`config.mk`:
```
export PLATFORM = sky130hd
export DESIGN_NAME = mmacc_cmd_ctrl
export DESIGN_NICKNAME = d
export VERILOG_FILES = /design/src/rtl/mmacc_pkg.sv /design/src/rtl/cmd_fifo.sv /design/src/rtl/feed_cmd_path.sv /design/src/rtl/sxt_fork.sv /design/src/rtl/bsk_rd_ptr_ctrl.sv /design/src/rtl/mmacc_cmd_ctrl.sv
export SDC_FILE = /design/constraint.sdc
export NUM_CORES = 1
export LEC_CHECK = 0
export ABC_CLOCK_PERIOD_IN_PS = 7500
export BUFFER_PORTS_ARGS = -buffer_cell sky130_fd_sc_hd__buf_2
export CELL_PAD_IN_SITES_DETAIL_PLACEMENT = 1
export CELL_PAD_IN_SITES_GLOBAL_PLACEMENT = 1
export CORE_MARGIN = 1.5
export CORE_UTILIZATION = 50
export DETAILED_ROUTE_END_ITERATION = 16
export GPL_TIMING_DRIVEN = 0
export PLACE_DENSITY_LB_ADDON = 0.1
export SYNTH_ARGS = -nofsm -noshare
export SYNTH_HDL_FRONTEND = slang
export SYNTH_SLANG_ARGS = --single-unit
```
`constraint.sdc`:
```
create_clock -name clk -period 7.5 [get_ports clk]
set_input_delay 1.125 -clock clk [delete_from_list [all_inputs] [get_ports clk]]
set_output_delay 1.125 -clock clk [all_outputs]
set_load 0.01 [all_outputs]
```
`src/rtl/mmacc_pkg.sv`:
```
// MMACC command plane definitions

package mmacc_pkg;

  // ------------------------------------------------------------
  // Widths
  // ------------------------------------------------------------
  localparam int PID_W     = 4;
  localparam int PBS_CMD_W = 16;
  localparam int ICMD_W    = 16;

  // Info field takes what is left above parity and pid
  localparam int ICMD_INFO_W = ICMD_W - PID_W - 1;

  // ------------------------------------------------------------
  // Default sizes
  // ------------------------------------------------------------
  localparam int BATCH_PBS_NB    = 8;
  localparam int ENQ_DELAY       = 8;
  localparam int FEED_FIFO_DEPTH = 2;
  localparam int FLUSH_BUF_DEPTH = 2;

  // ------------------------------------------------------------
  // Internal command word
  // ------------------------------------------------------------
  // Stored raw in the FIFOs, decoded by the fork
  typedef union packed {
    logic [ICMD_W-1:0] raw;
    struct packed {
      logic [ICMD_INFO_W-1:0] info;
      logic                   br_loop_parity;
      logic [PID_W-1:0]       pid;
    } fields;
  } mmacc_icmd_u;

endpackage

```
`src/rtl/cmd_fifo.sv`:
```
// Register FIFO with valid/ready
`timescale 1ns/1ps

module cmd_fifo #(
  parameter int WIDTH = 16,
  parameter int DEPTH = 2
) (
  input  logic             clk,
  input  logic             s_rst_n,

  input  logic [WIDTH-1:0] in_data_i,
  input  logic             in_vld_i,
  output logic             in_rdy_o,

  output logic [WIDTH-1:0] out_data_o,
  output logic             out_vld_o,
  input  logic             out_rdy_i
);

  localparam int PTR_W = (DEPTH > 1) ? $clog2(DEPTH) : 1;
  localparam int CNT_W = $clog2(DEPTH + 1);

  logic [WIDTH-1:0] mem [DEPTH];
  logic [PTR_W-1:0] wr_ptr;
  logic [PTR_W-1:0] rd_ptr;
  logic [CNT_W-1:0] count;
  logic             push;
  logic             pop;

  // Wrap at DEPTH, which need not be a power of 2
  function automatic logic [PTR_W-1:0] next_ptr(input logic [PTR_W-1:0] ptr);
    return (ptr == PTR_W'(DEPTH - 1)) ? '0 : ptr + 1'b1;
  endfunction

  // Space is judged on the current count only
  assign in_rdy_o   = (count < CNT_W'(DEPTH));
  assign out_vld_o  = (count != '0);
  assign push       = in_vld_i & in_rdy_o;
  assign pop        = out_vld_o & out_rdy_i;
  assign out_data_o = mem[rd_ptr];

  always_ff @(posedge clk) begin
    if (push) begin
      mem[wr_ptr] <= in_data_i;
    end
  end

  always_ff @(posedge clk) begin
    if (!s_rst_n) begin
      wr_ptr <= '0;
      rd_ptr <= '0;
      count  <= '0;
    end else begin
      if (push) begin
        wr_ptr <= next_ptr(wr_ptr);
      end
      if (pop) begin
        rd_ptr <= next_ptr(rd_ptr);
      end
      case ({push, pop})
        2'b10:   count <= count + 1'b1;
        2'b01:   count <= count - 1'b1;
        default: count <= count;
      endcase
    end
  end

endmodule

```
`src/rtl/feed_cmd_path.sv`:
```
// Feed command path
`timescale 1ns/1ps

module feed_cmd_path #(
  parameter int ENQ_DELAY = 8
) (
  input  logic                           clk,
  input  logic                           s_rst_n,

  input  logic [mmacc_pkg::PBS_CMD_W-1:0] seq_pbs_cmd_i,
  input  logic                           seq_pbs_cmd_avail_i,
  output logic                           pbs_seq_cmd_enquiry_o,

  output logic [mmacc_pkg::PBS_CMD_W-1:0] feed_pcmd_o,
  output logic                           feed_vld_o,
  input  logic                           feed_rdy_i
);

  import mmacc_pkg::*;

  logic                 ffifo_in_rdy;
  logic                 feed_xfer;
  logic [ENQ_DELAY-1:0] enq_init;
  logic                 enq_d;

  // Sequencer strobe has no ready, the enquiry scheme keeps it in bounds
  cmd_fifo #(
    .WIDTH (PBS_CMD_W),
    .DEPTH (FEED_FIFO_DEPTH)
  ) feed_fifo (
    .clk        (clk),
    .s_rst_n    (s_rst_n),
    .in_data_i  (seq_pbs_cmd_i),
    .in_vld_i   (seq_pbs_cmd_avail_i),
    .in_rdy_o   (ffifo_in_rdy),
    .out_data_o (feed_pcmd_o),
    .out_vld_o  (feed_vld_o),
    .out_rdy_i  (feed_rdy_i)
  );

  // ------------------------------------------------------------
  // Enquiry
  // ------------------------------------------------------------
  // One-hot token walks out of the register after reset
  assign feed_xfer = feed_vld_o & feed_rdy_i;
  assign enq_d     = enq_init[ENQ_DELAY-1] | feed_xfer;

  always_ff @(posedge clk) begin
    if (!s_rst_n) begin
      enq_init              <= ENQ_DELAY'(1);
      pbs_seq_cmd_enquiry_o <= 1'b0;
    end else begin
      enq_init              <= enq_init << 1;
      pbs_seq_cmd_enquiry_o <= enq_d;
    end
  end

endmodule

```
`src/rtl/sxt_fork.sv`:
```
// Sample-extract and body-RAM request fork
`timescale 1ns/1ps

module sxt_fork #(
  parameter int DEPTH = 8
) (
  input  logic                        clk,
  input  logic                        s_rst_n,

  input  mmacc_pkg::mmacc_icmd_u      acc_sfifo_icmd_i,
  input  logic                        acc_sfifo_avail_i,

  output mmacc_pkg::mmacc_icmd_u      sxt_icmd_o,
  output logic                        sxt_vld_o,
  input  logic                        sxt_rdy_i,

  output logic [mmacc_pkg::PID_W-1:0] boram_pid_o,
  output logic                        boram_parity_o,
  output logic                        boram_vld_o,
  input  logic                        boram_rdy_i,

  output logic                        sfifo_ovf_error_o
);

  import mmacc_pkg::*;

  logic           sfifo_in_rdy;
  logic           bfifo_in_rdy;
  logic           fork_push;
  logic           ovf_d;
  logic [PID_W:0] bfifo_in_data;
  logic [PID_W:0] bfifo_out_data;

  // Both or neither
  assign fork_push = acc_sfifo_avail_i & sfifo_in_rdy & bfifo_in_rdy;
  assign ovf_d     = acc_sfifo_avail_i & ~(sfifo_in_rdy & bfifo_in_rdy);

  // Body RAM only needs pid and loop parity
  assign bfifo_in_data  = {acc_sfifo_icmd_i.fields.br_loop_parity, acc_sfifo_icmd_i.fields.pid};
  assign boram_parity_o = bfifo_out_data[PID_W];
  assign boram_pid_o    = bfifo_out_data[PID_W-1:0];

  cmd_fifo #(
    .WIDTH (ICMD_W),
    .DEPTH (DEPTH)
  ) sxt_fifo (
    .clk        (clk),
    .s_rst_n    (s_rst_n),
    .in_data_i  (acc_sfifo_icmd_i.raw),
    .in_vld_i   (fork_push),
    .in_rdy_o   (sfifo_in_rdy),
    .out_data_o (sxt_icmd_o.raw),
    .out_vld_o  (sxt_vld_o),
    .out_rdy_i  (sxt_rdy_i)
  );

  cmd_fifo #(
    .WIDTH (PID_W + 1),
    .DEPTH (DEPTH)
  ) boram_fifo (
    .clk        (clk),
    .s_rst_n    (s_rst_n),
    .in_data_i  (bfifo_in_data),
    .in_vld_i   (fork_push),
    .in_rdy_o   (bfifo_in_rdy),
    .out_data_o (bfifo_out_data),
    .out_vld_o  (boram_vld_o),
    .out_rdy_i  (boram_rdy_i)
  );

  always_ff @(posedge clk) begin
    if (!s_rst_n) begin
      sfifo_ovf_error_o <= 1'b0;
    end else begin
      sfifo_ovf_error_o <= ovf_d;
    end
  end

endmodule

```
`src/rtl/bsk_rd_ptr_ctrl.sv`:
```
// Key read pointer increment control
`timescale 1ns/1ps

module bsk_rd_ptr_ctrl #(
  parameter int FLUSH_DEPTH = 2
) (
  input  logic clk,
  input  logic s_rst_n,

  input  logic br_loop_proc_done_i,
  input  logic br_loop_flush_done_i,

  output logic inc_bsk_rd_ptr_o,
  output logic flush_error_o
);

  localparam int CNT_W = $clog2(FLUSH_DEPTH + 1);

  logic [CNT_W-1:0] flush_cnt;
  logic             flush_full;
  logic             flush_vld;
  logic             flush_accept;
  logic             flush_release;
  logic             inc_d;
  logic             err_d;

  // ------------------------------------------------------------
  // Waiting flush pulses
  // ------------------------------------------------------------
  assign flush_full    = (flush_cnt == CNT_W'(FLUSH_DEPTH));
  assign flush_vld     = (flush_cnt != '0);
  assign flush_accept  = br_loop_flush_done_i & ~flush_full;
  // Processing-done has priority on the increment
  assign flush_release = flush_vld & ~br_loop_proc_done_i;

  assign inc_d = br_loop_proc_done_i | flush_release;
  assign err_d = br_loop_flush_done_i & flush_full;

  always_ff @(posedge clk) begin
    if (!s_rst_n) begin
      flush_cnt <= '0;
    end else begin
      case ({flush_accept, flush_release})
        2'b10:   flush_cnt <= flush_cnt + 1'b1;
        2'b01:   flush_cnt <= flush_cnt - 1'b1;
        default: flush_cnt <= flush_cnt;
      endcase
    end
  end

  // ------------------------------------------------------------
  // Outputs
  // ------------------------------------------------------------
  always_ff @(posedge clk) begin
    if (!s_rst_n) begin
      inc_bsk_rd_ptr_o <= 1'b0;
      flush_error_o    <= 1'b0;
    end else begin
      inc_bsk_rd_ptr_o <= inc_d;
      flush_error_o    <= err_d;
    end
  end

endmodule

```
`src/rtl/mmacc_cmd_ctrl.sv`:
```
// MMACC command plane top level
`timescale 1ns/1ps

module mmacc_cmd_ctrl #(
  parameter int BATCH_PBS_NB = mmacc_pkg::BATCH_PBS_NB,
  parameter int ENQ_DELAY    = mmacc_pkg::ENQ_DELAY,
  parameter int FLUSH_DEPTH  = mmacc_pkg::FLUSH_BUF_DEPTH
) (
  input  logic                            clk,
  input  logic                            s_rst_n,

  // Sequencer
  input  logic [mmacc_pkg::PBS_CMD_W-1:0] seq_pbs_cmd_i,
  input  logic                            seq_pbs_cmd_avail_i,
  output logic                            pbs_seq_cmd_enquiry_o,

  // Feed process
  output logic [mmacc_pkg::PBS_CMD_W-1:0] feed_pcmd_o,
  output logic                            feed_vld_o,
  input  logic                            feed_rdy_i,

  // Accumulate FIFO
  input  logic [mmacc_pkg::ICMD_W-1:0]    feed_icmd_i,
  input  logic                            feed_icmd_vld_i,
  output logic                            feed_icmd_rdy_o,
  output logic [mmacc_pkg::ICMD_W-1:0]    acc_icmd_o,
  output logic                            acc_vld_o,
  input  logic                            acc_rdy_i,

  // Finished commands
  input  mmacc_pkg::mmacc_icmd_u          acc_sfifo_icmd_i,
  input  logic                            acc_sfifo_avail_i,

  // Sample extract
  output mmacc_pkg::mmacc_icmd_u          sxt_icmd_o,
  output logic                            sxt_vld_o,
  input  logic                            sxt_rdy_i,

  // Body RAM request
  output logic [mmacc_pkg::PID_W-1:0]     boram_pid_o,
  output logic                            boram_parity_o,
  output logic                            boram_vld_o,
  input  logic                            boram_rdy_i,

  // Key pointer
  input  logic                            br_loop_proc_done_i,
  input  logic                            br_loop_flush_done_i,
  output logic                            inc_bsk_rd_ptr_o,

  // Errors
  output logic                            sfifo_ovf_error_o,
  output logic                            flush_error_o
);

  import mmacc_pkg::*;

  // ------------------------------------------------------------
  // Feed
  // ------------------------------------------------------------
  feed_cmd_path #(
    .ENQ_DELAY (ENQ_DELAY)
  ) feed_cmd_path_inst (
    .clk                   (clk),
    .s_rst_n               (s_rst_n),
    .seq_pbs_cmd_i         (seq_pbs_cmd_i),
    .seq_pbs_cmd_avail_i   (seq_pbs_cmd_avail_i),
    .pbs_seq_cmd_enquiry_o (pbs_seq_cmd_enquiry_o),
    .feed_pcmd_o           (feed_pcmd_o),
    .feed_vld_o            (feed_vld_o),
    .feed_rdy_i            (feed_rdy_i)
  );

  // ------------------------------------------------------------
  // Accumulate
  // ------------------------------------------------------------
  // Two extra slots cover feed running slightly ahead of acc
  cmd_fifo #(
    .WIDTH (ICMD_W),
    .DEPTH (BATCH_PBS_NB + 2)
  ) acc_fifo (
    .clk        (clk),
    .s_rst_n    (s_rst_n),
    .in_data_i  (feed_icmd_i),
    .in_vld_i   (feed_icmd_vld_i),
    .in_rdy_o   (feed_icmd_rdy_o),
    .out_data_o (acc_icmd_o),
    .out_vld_o  (acc_vld_o),
    .out_rdy_i  (acc_rdy_i)
  );

  // ------------------------------------------------------------
  // Sample extract and body RAM
  // ------------------------------------------------------------
  sxt_fork #(
    .DEPTH (BATCH_PBS_NB)
  ) sxt_fork_inst (
    .clk               (clk),
    .s_rst_n           (s_rst_n),
    .acc_sfifo_icmd_i  (acc_sfifo_icmd_i),
    .acc_sfifo_avail_i (acc_sfifo_avail_i),
    .sxt_icmd_o        (sxt_icmd_o),
    .sxt_vld_o         (sxt_vld_o),
    .sxt_rdy_i         (sxt_rdy_i),
    .boram_pid_o       (boram_pid_o),
    .boram_parity_o    (boram_parity_o),
    .boram_vld_o       (boram_vld_o),
    .boram_rdy_i       (boram_rdy_i),
    .sfifo_ovf_error_o (sfifo_ovf_error_o)
  );

  // ------------------------------------------------------------
  // Key read pointer
  // ------------------------------------------------------------
  bsk_rd_ptr_ctrl #(
    .FLUSH_DEPTH (FLUSH_DEPTH)
  ) bsk_rd_ptr_ctrl_inst (
    .clk                  (clk),
    .s_rst_n              (s_rst_n),
    .br_loop_proc_done_i  (br_loop_proc_done_i),
    .br_loop_flush_done_i (br_loop_flush_done_i),
    .inc_bsk_rd_ptr_o     (inc_bsk_rd_ptr_o),
    .flush_error_o        (flush_error_o)
  );

endmodule

```
==> impl_metrics.json <==
{
  "synth_compound_area_frac": 0.0369,
  "place.port_buffers": 119,
  "finClkSkew_ns": 0.0286,
  "first_pass_iters": 5,
  "synth_mux_area_frac": 0.145,
  "crit_type": "reg2out",
  "postSynthCellCount": 935,
  "min_path_cells": 1,
  "cts_resized": 0,
  "placementRows": 66,
  "p_total_mw": 6.11,
  "htree_levels": 2,
  "die_h_um": 185,
  "r2r_start": "sxt_fork_inst.boram_fifo.count[3]",
  "critPathMostFrequentCell": "clkbuf_1",
  "routabilityCongestion": 0.707,
  "grt_usage": 0.210,
  "io-pin-count": 121,
  "cts-hold-fix-buffers": 0,
  "hpwlAfterDp_mm": 22.9,
  "critPathBufInv": 3,
  "arrival_ns": 2.61,
  "synthSimpleGateAreaFrac": 0.0495,
  "overflow": 0,
  "grt_first_pass_wirelength_mm": 53.6,
  "finalCritPeriodShare": 0.498,
  "grt_start_max_net_pins": 17,
  "worst_path_max_delay_cell": "clkbuf_1",
  "grt_pass1_vias": 9309,
  "drc_errors": 0,
  "coreArea_um2": 32500,
  "path_cells": "nand2b_1 -> clkbuf_1 -> clkbuf_1 -> o221ai_1 -> o21ai_1 -> buf_2",
  "drive_gt1_frac": 0.290,
  "max_slew_margin": 0.241,
  "setup_viol": 0,
  "cts_buffers": 44,
  "synth_top_family_by_area": "multiplexers",
  "maxCapViolations": 0,
  "fp.dieArea_um2": 34200,
  "via_per_inst": 5.51,
  "stdcell_area_um2": 19300,
  "first_iter_violations": 571,
  "cpPeakStageDelay_ns": 0.56,
  "synthXorXnorAreaFrac": 0.00952,
  "numClockSinks": 421,
  "ys_async_sr_fraction": 0,
  "antenna_found_initial": 1,
  "tritoncts": "yes",
  "hp-class": "reg2reg",
  "wl_mm": 35.0,
  "synthesis.area_um2": 16600,
  "critical-path-top-delay-family": "buffers and inverters",
  "yosys_warnings": 0,
  "period_needed_ns": 3.74,
  "diodes": 0,
  "clk_path_buf_depth": 3,
  "synth_ff_type": "edfxtp_1",
  "synth_edf_count": 360,
  "worst_slew_pin_slew_ns": 1.13,
  "placement.cell_area_um2": 18000,
  "synth-seq-cells": 421,
  "cts_root_buf": "clkbuf_16",
  "worst_ir_drop_vdd_v": 0.000199,
  "initial_core_util": 0.509,
  "hp-start": "feed_cmd_path_inst.enq_init[3]",
  "holdPathEnd": "feed_cmd_path_inst.enq_init[4]",
  "finalHoldViolCount": 0,
  "r2r_setup_slack_ns": 4.78,
  "wl_per_cell_um": 21.9,
  "fin_tns_setup_ns": 0,
  "vias": 8775,
  "worstPathRequired_ns": 6.38,
  "p_leak_nw": 6.58,
  "synth_fp_nets": 1013,
  "setup.worst_path.start_class": "register",
  "nets": 1199,
  "synth_fa_ha_area_frac": 0.0144,
  "critPathCaptureType": "output pin",
  "synth_area_leaders": "edfxtp_1 65%, dfxtp_1 7.4%, mux2_2 5.8%, mux4_1 4.8%, mux2i_1 2.3%",
  "clk_pin_slew_ns": 0.06,
  "insertion_delay_ns": 0.54,
  "synth_top_cell_area_share": 0.653,
  "postCtsSetupBuffers": 0,
  "max_freq_ghz": 0.268,
  "yosysTopAreaCell": "edfxtp_1",
  "area_growth_pct": 16.5,
  "syn_area_per_cell_um2": 17.7,
  "ff2ff_path_depth": 12,
  "power_density_nw_per_um2": 317,
  "maxSlewViolCount": 0,
  "timing.rr.end": "sxt_fork_inst.boram_fifo.count[2]",
  "die_x_um": 185,
  "ys_types": 52,
  "seq_area_frac_synth": 0.726,
  "grt_setup_unrepaired": "false",
  "cp_max_fo": 10,
  "ant_nets": 0,
  "outcome": "finished clean"
}
-- logic make-up (layout without fill, tap and decap cells) --
family	count (synthesis)	in the layout
compound gates	94	94
xor+xnor	18	18
fa+ha+maj	19	19
buf+inv	53	269
flops	421	421
mux	165	165
simple gates	165	165
-- worst max-delay path by stage --
stage | slack [ns] | from | cells past startpoint | end
finish | 3.76 | register | 6 | acc_icmd_o[13]
global route | 3.65 | register | 6 | acc_icmd_o[13]
CTS | 3.74 | register | 6 | acc_icmd_o[13]
detailed placement | 4.08 | acc_sfifo_avail_i | 12 | sxt_fork_inst.boram_fifo.count[2]
global placement | 2.04 | acc_sfifo_avail_i | 6 | sxt_fork_inst.sxt_fifo.mem[0][10]
floorplan | 3.87 | acc_sfifo_avail_i | 5 | sxt_fork_inst.sxt_fifo.mem[0][0]
-- synth_stat cells (all sizes together), types with 2 or more instances --
master	instances
or3	11
ha	19
o221ai	13
or4	3
clkbuf	19
a21o	2
mux4	42
mux2	85
nand4	2
xor2	12
nand2	53
inv	9
nor2b	3
and2	10
edfxtp	360
o22ai	4
nor4	6
o21ai	27
buf	25
mux2i	38
nor3b	2
dfxtp	61
xnor2	6
nor2	32
a31oi	2
nand3b	3
nor3	16
a21oi	25
nand3	9
a22oi	13
nand2b	12
a221o	3
-- layer usage --
layer,vias up,part of all wire,wire (um),track usage
li1,4071,-,-,-
met5,-,0.00037,13,0
met1,4450,0.45,15900,0.287
met2,200,0.48,16900,0.348
met3,52,0.046,1620,0.0393
met4,2,0.017,594,0.0537
-- cell type report --
type | count | area [um^2]
buffer | 44 | 274
timing repair buffer | 140 | 840
fill | 3017 | 13200
multi-input combinational | 461 | 4300
sequential | 421 | 12000
clock buffer | 57 | 1160
clock inverter | 19 | 97.6
tap | 442 | 553
inverter | 9 | 33.8
-- worst reg2reg max path: stages, from the launching register on --
cell,delay [ns]
dfxtp_1,0.33
nor2_1,0.19
and2_1,0.18
buf_2,0.23
inv_2,0.11
buf_2,0.23
ha_1,0.29
xor2_1,0.17
ha_1,0.18
a21oi_1,0.15
xor2_1,0.10
or3_1,0.31
a21oi_1,0.16
-- stage by stage --
stage	std cells	utilization	hold slack, ns	setup slack, ns
after global routing	1593	0.593	0.454	3.65
after floorplan	935	-	0.412	3.87
after detailed placement	1517	0.554	0.423	4.08
final	1593	0.593	0.431	3.76
after CTS	1593	0.593	0.437	3.74
after global placement	1496	0.544	0.415	2.04
-- placed cells by master, fill, tap and decap left out, types with 13 or more instances in the layout --
master,netlist,routed
clkinv_1,0,13
o21ai_1,15,15
dfxtp_1,61,61
a21oi_1,25,25
a22oi_1,13,13
o221ai_1,13,13
buf_2,7,126
clkbuf_1,18,30
edfxtp_1,360,360
nor2_1,32,26
mux4_1,30,30
mux2_2,85,85
nand2_1,53,53
clkbuf_16,0,44
mux2i_1,38,38
ha_1,19,19
-- state kept, by name, summed over array words and instances, names as in the netlist, named ones only --
register                                  flops
acc_fifo.mem                                160
feed_cmd_path_inst.enq_init                   8
feed_cmd_path_inst.feed_fifo.wr_ptr           1
acc_fifo.rd_ptr                               4
sxt_fork_inst.sxt_fifo.mem                  128
sxt_fork_inst.sxt_fifo.rd_ptr                 3
feed_cmd_path_inst.feed_fifo.rd_ptr           1
sxt_fork_inst.sxt_fifo.wr_ptr                 3
acc_fifo.count                                4
sxt_fork_inst.boram_fifo.count                4
feed_cmd_path_inst.feed_fifo.count            2
bsk_rd_ptr_ctrl_inst.flush_error_o            1
sxt_fork_inst.sxt_fifo.count                  4
bsk_rd_ptr_ctrl_inst.flush_cnt                2
sxt_fork_inst.boram_fifo.rd_ptr               3
feed_cmd_path_inst.pbs_seq_cmd_enquiry_o      1
sxt_fork_inst.boram_fifo.wr_ptr               3
sxt_fork_inst.sfifo_ovf_error_o               1
acc_fifo.wr_ptr                               4
bsk_rd_ptr_ctrl_inst.inc_bsk_rd_ptr_o         1
feed_cmd_path_inst.feed_fifo.mem             32
sxt_fork_inst.boram_fifo.mem                 40
-- power breakdown --
group	switching, mW	total, mW	internal (mW)	leakage (nW)
sequential	0.0938	2.83	2.74	3.77
clock	0.848	1.93	1.09	0.611
combinational	0.712	1.35	0.636	2.19
total	1.65	6.11	4.46	6.58
(Power assumes the default switching activity.)
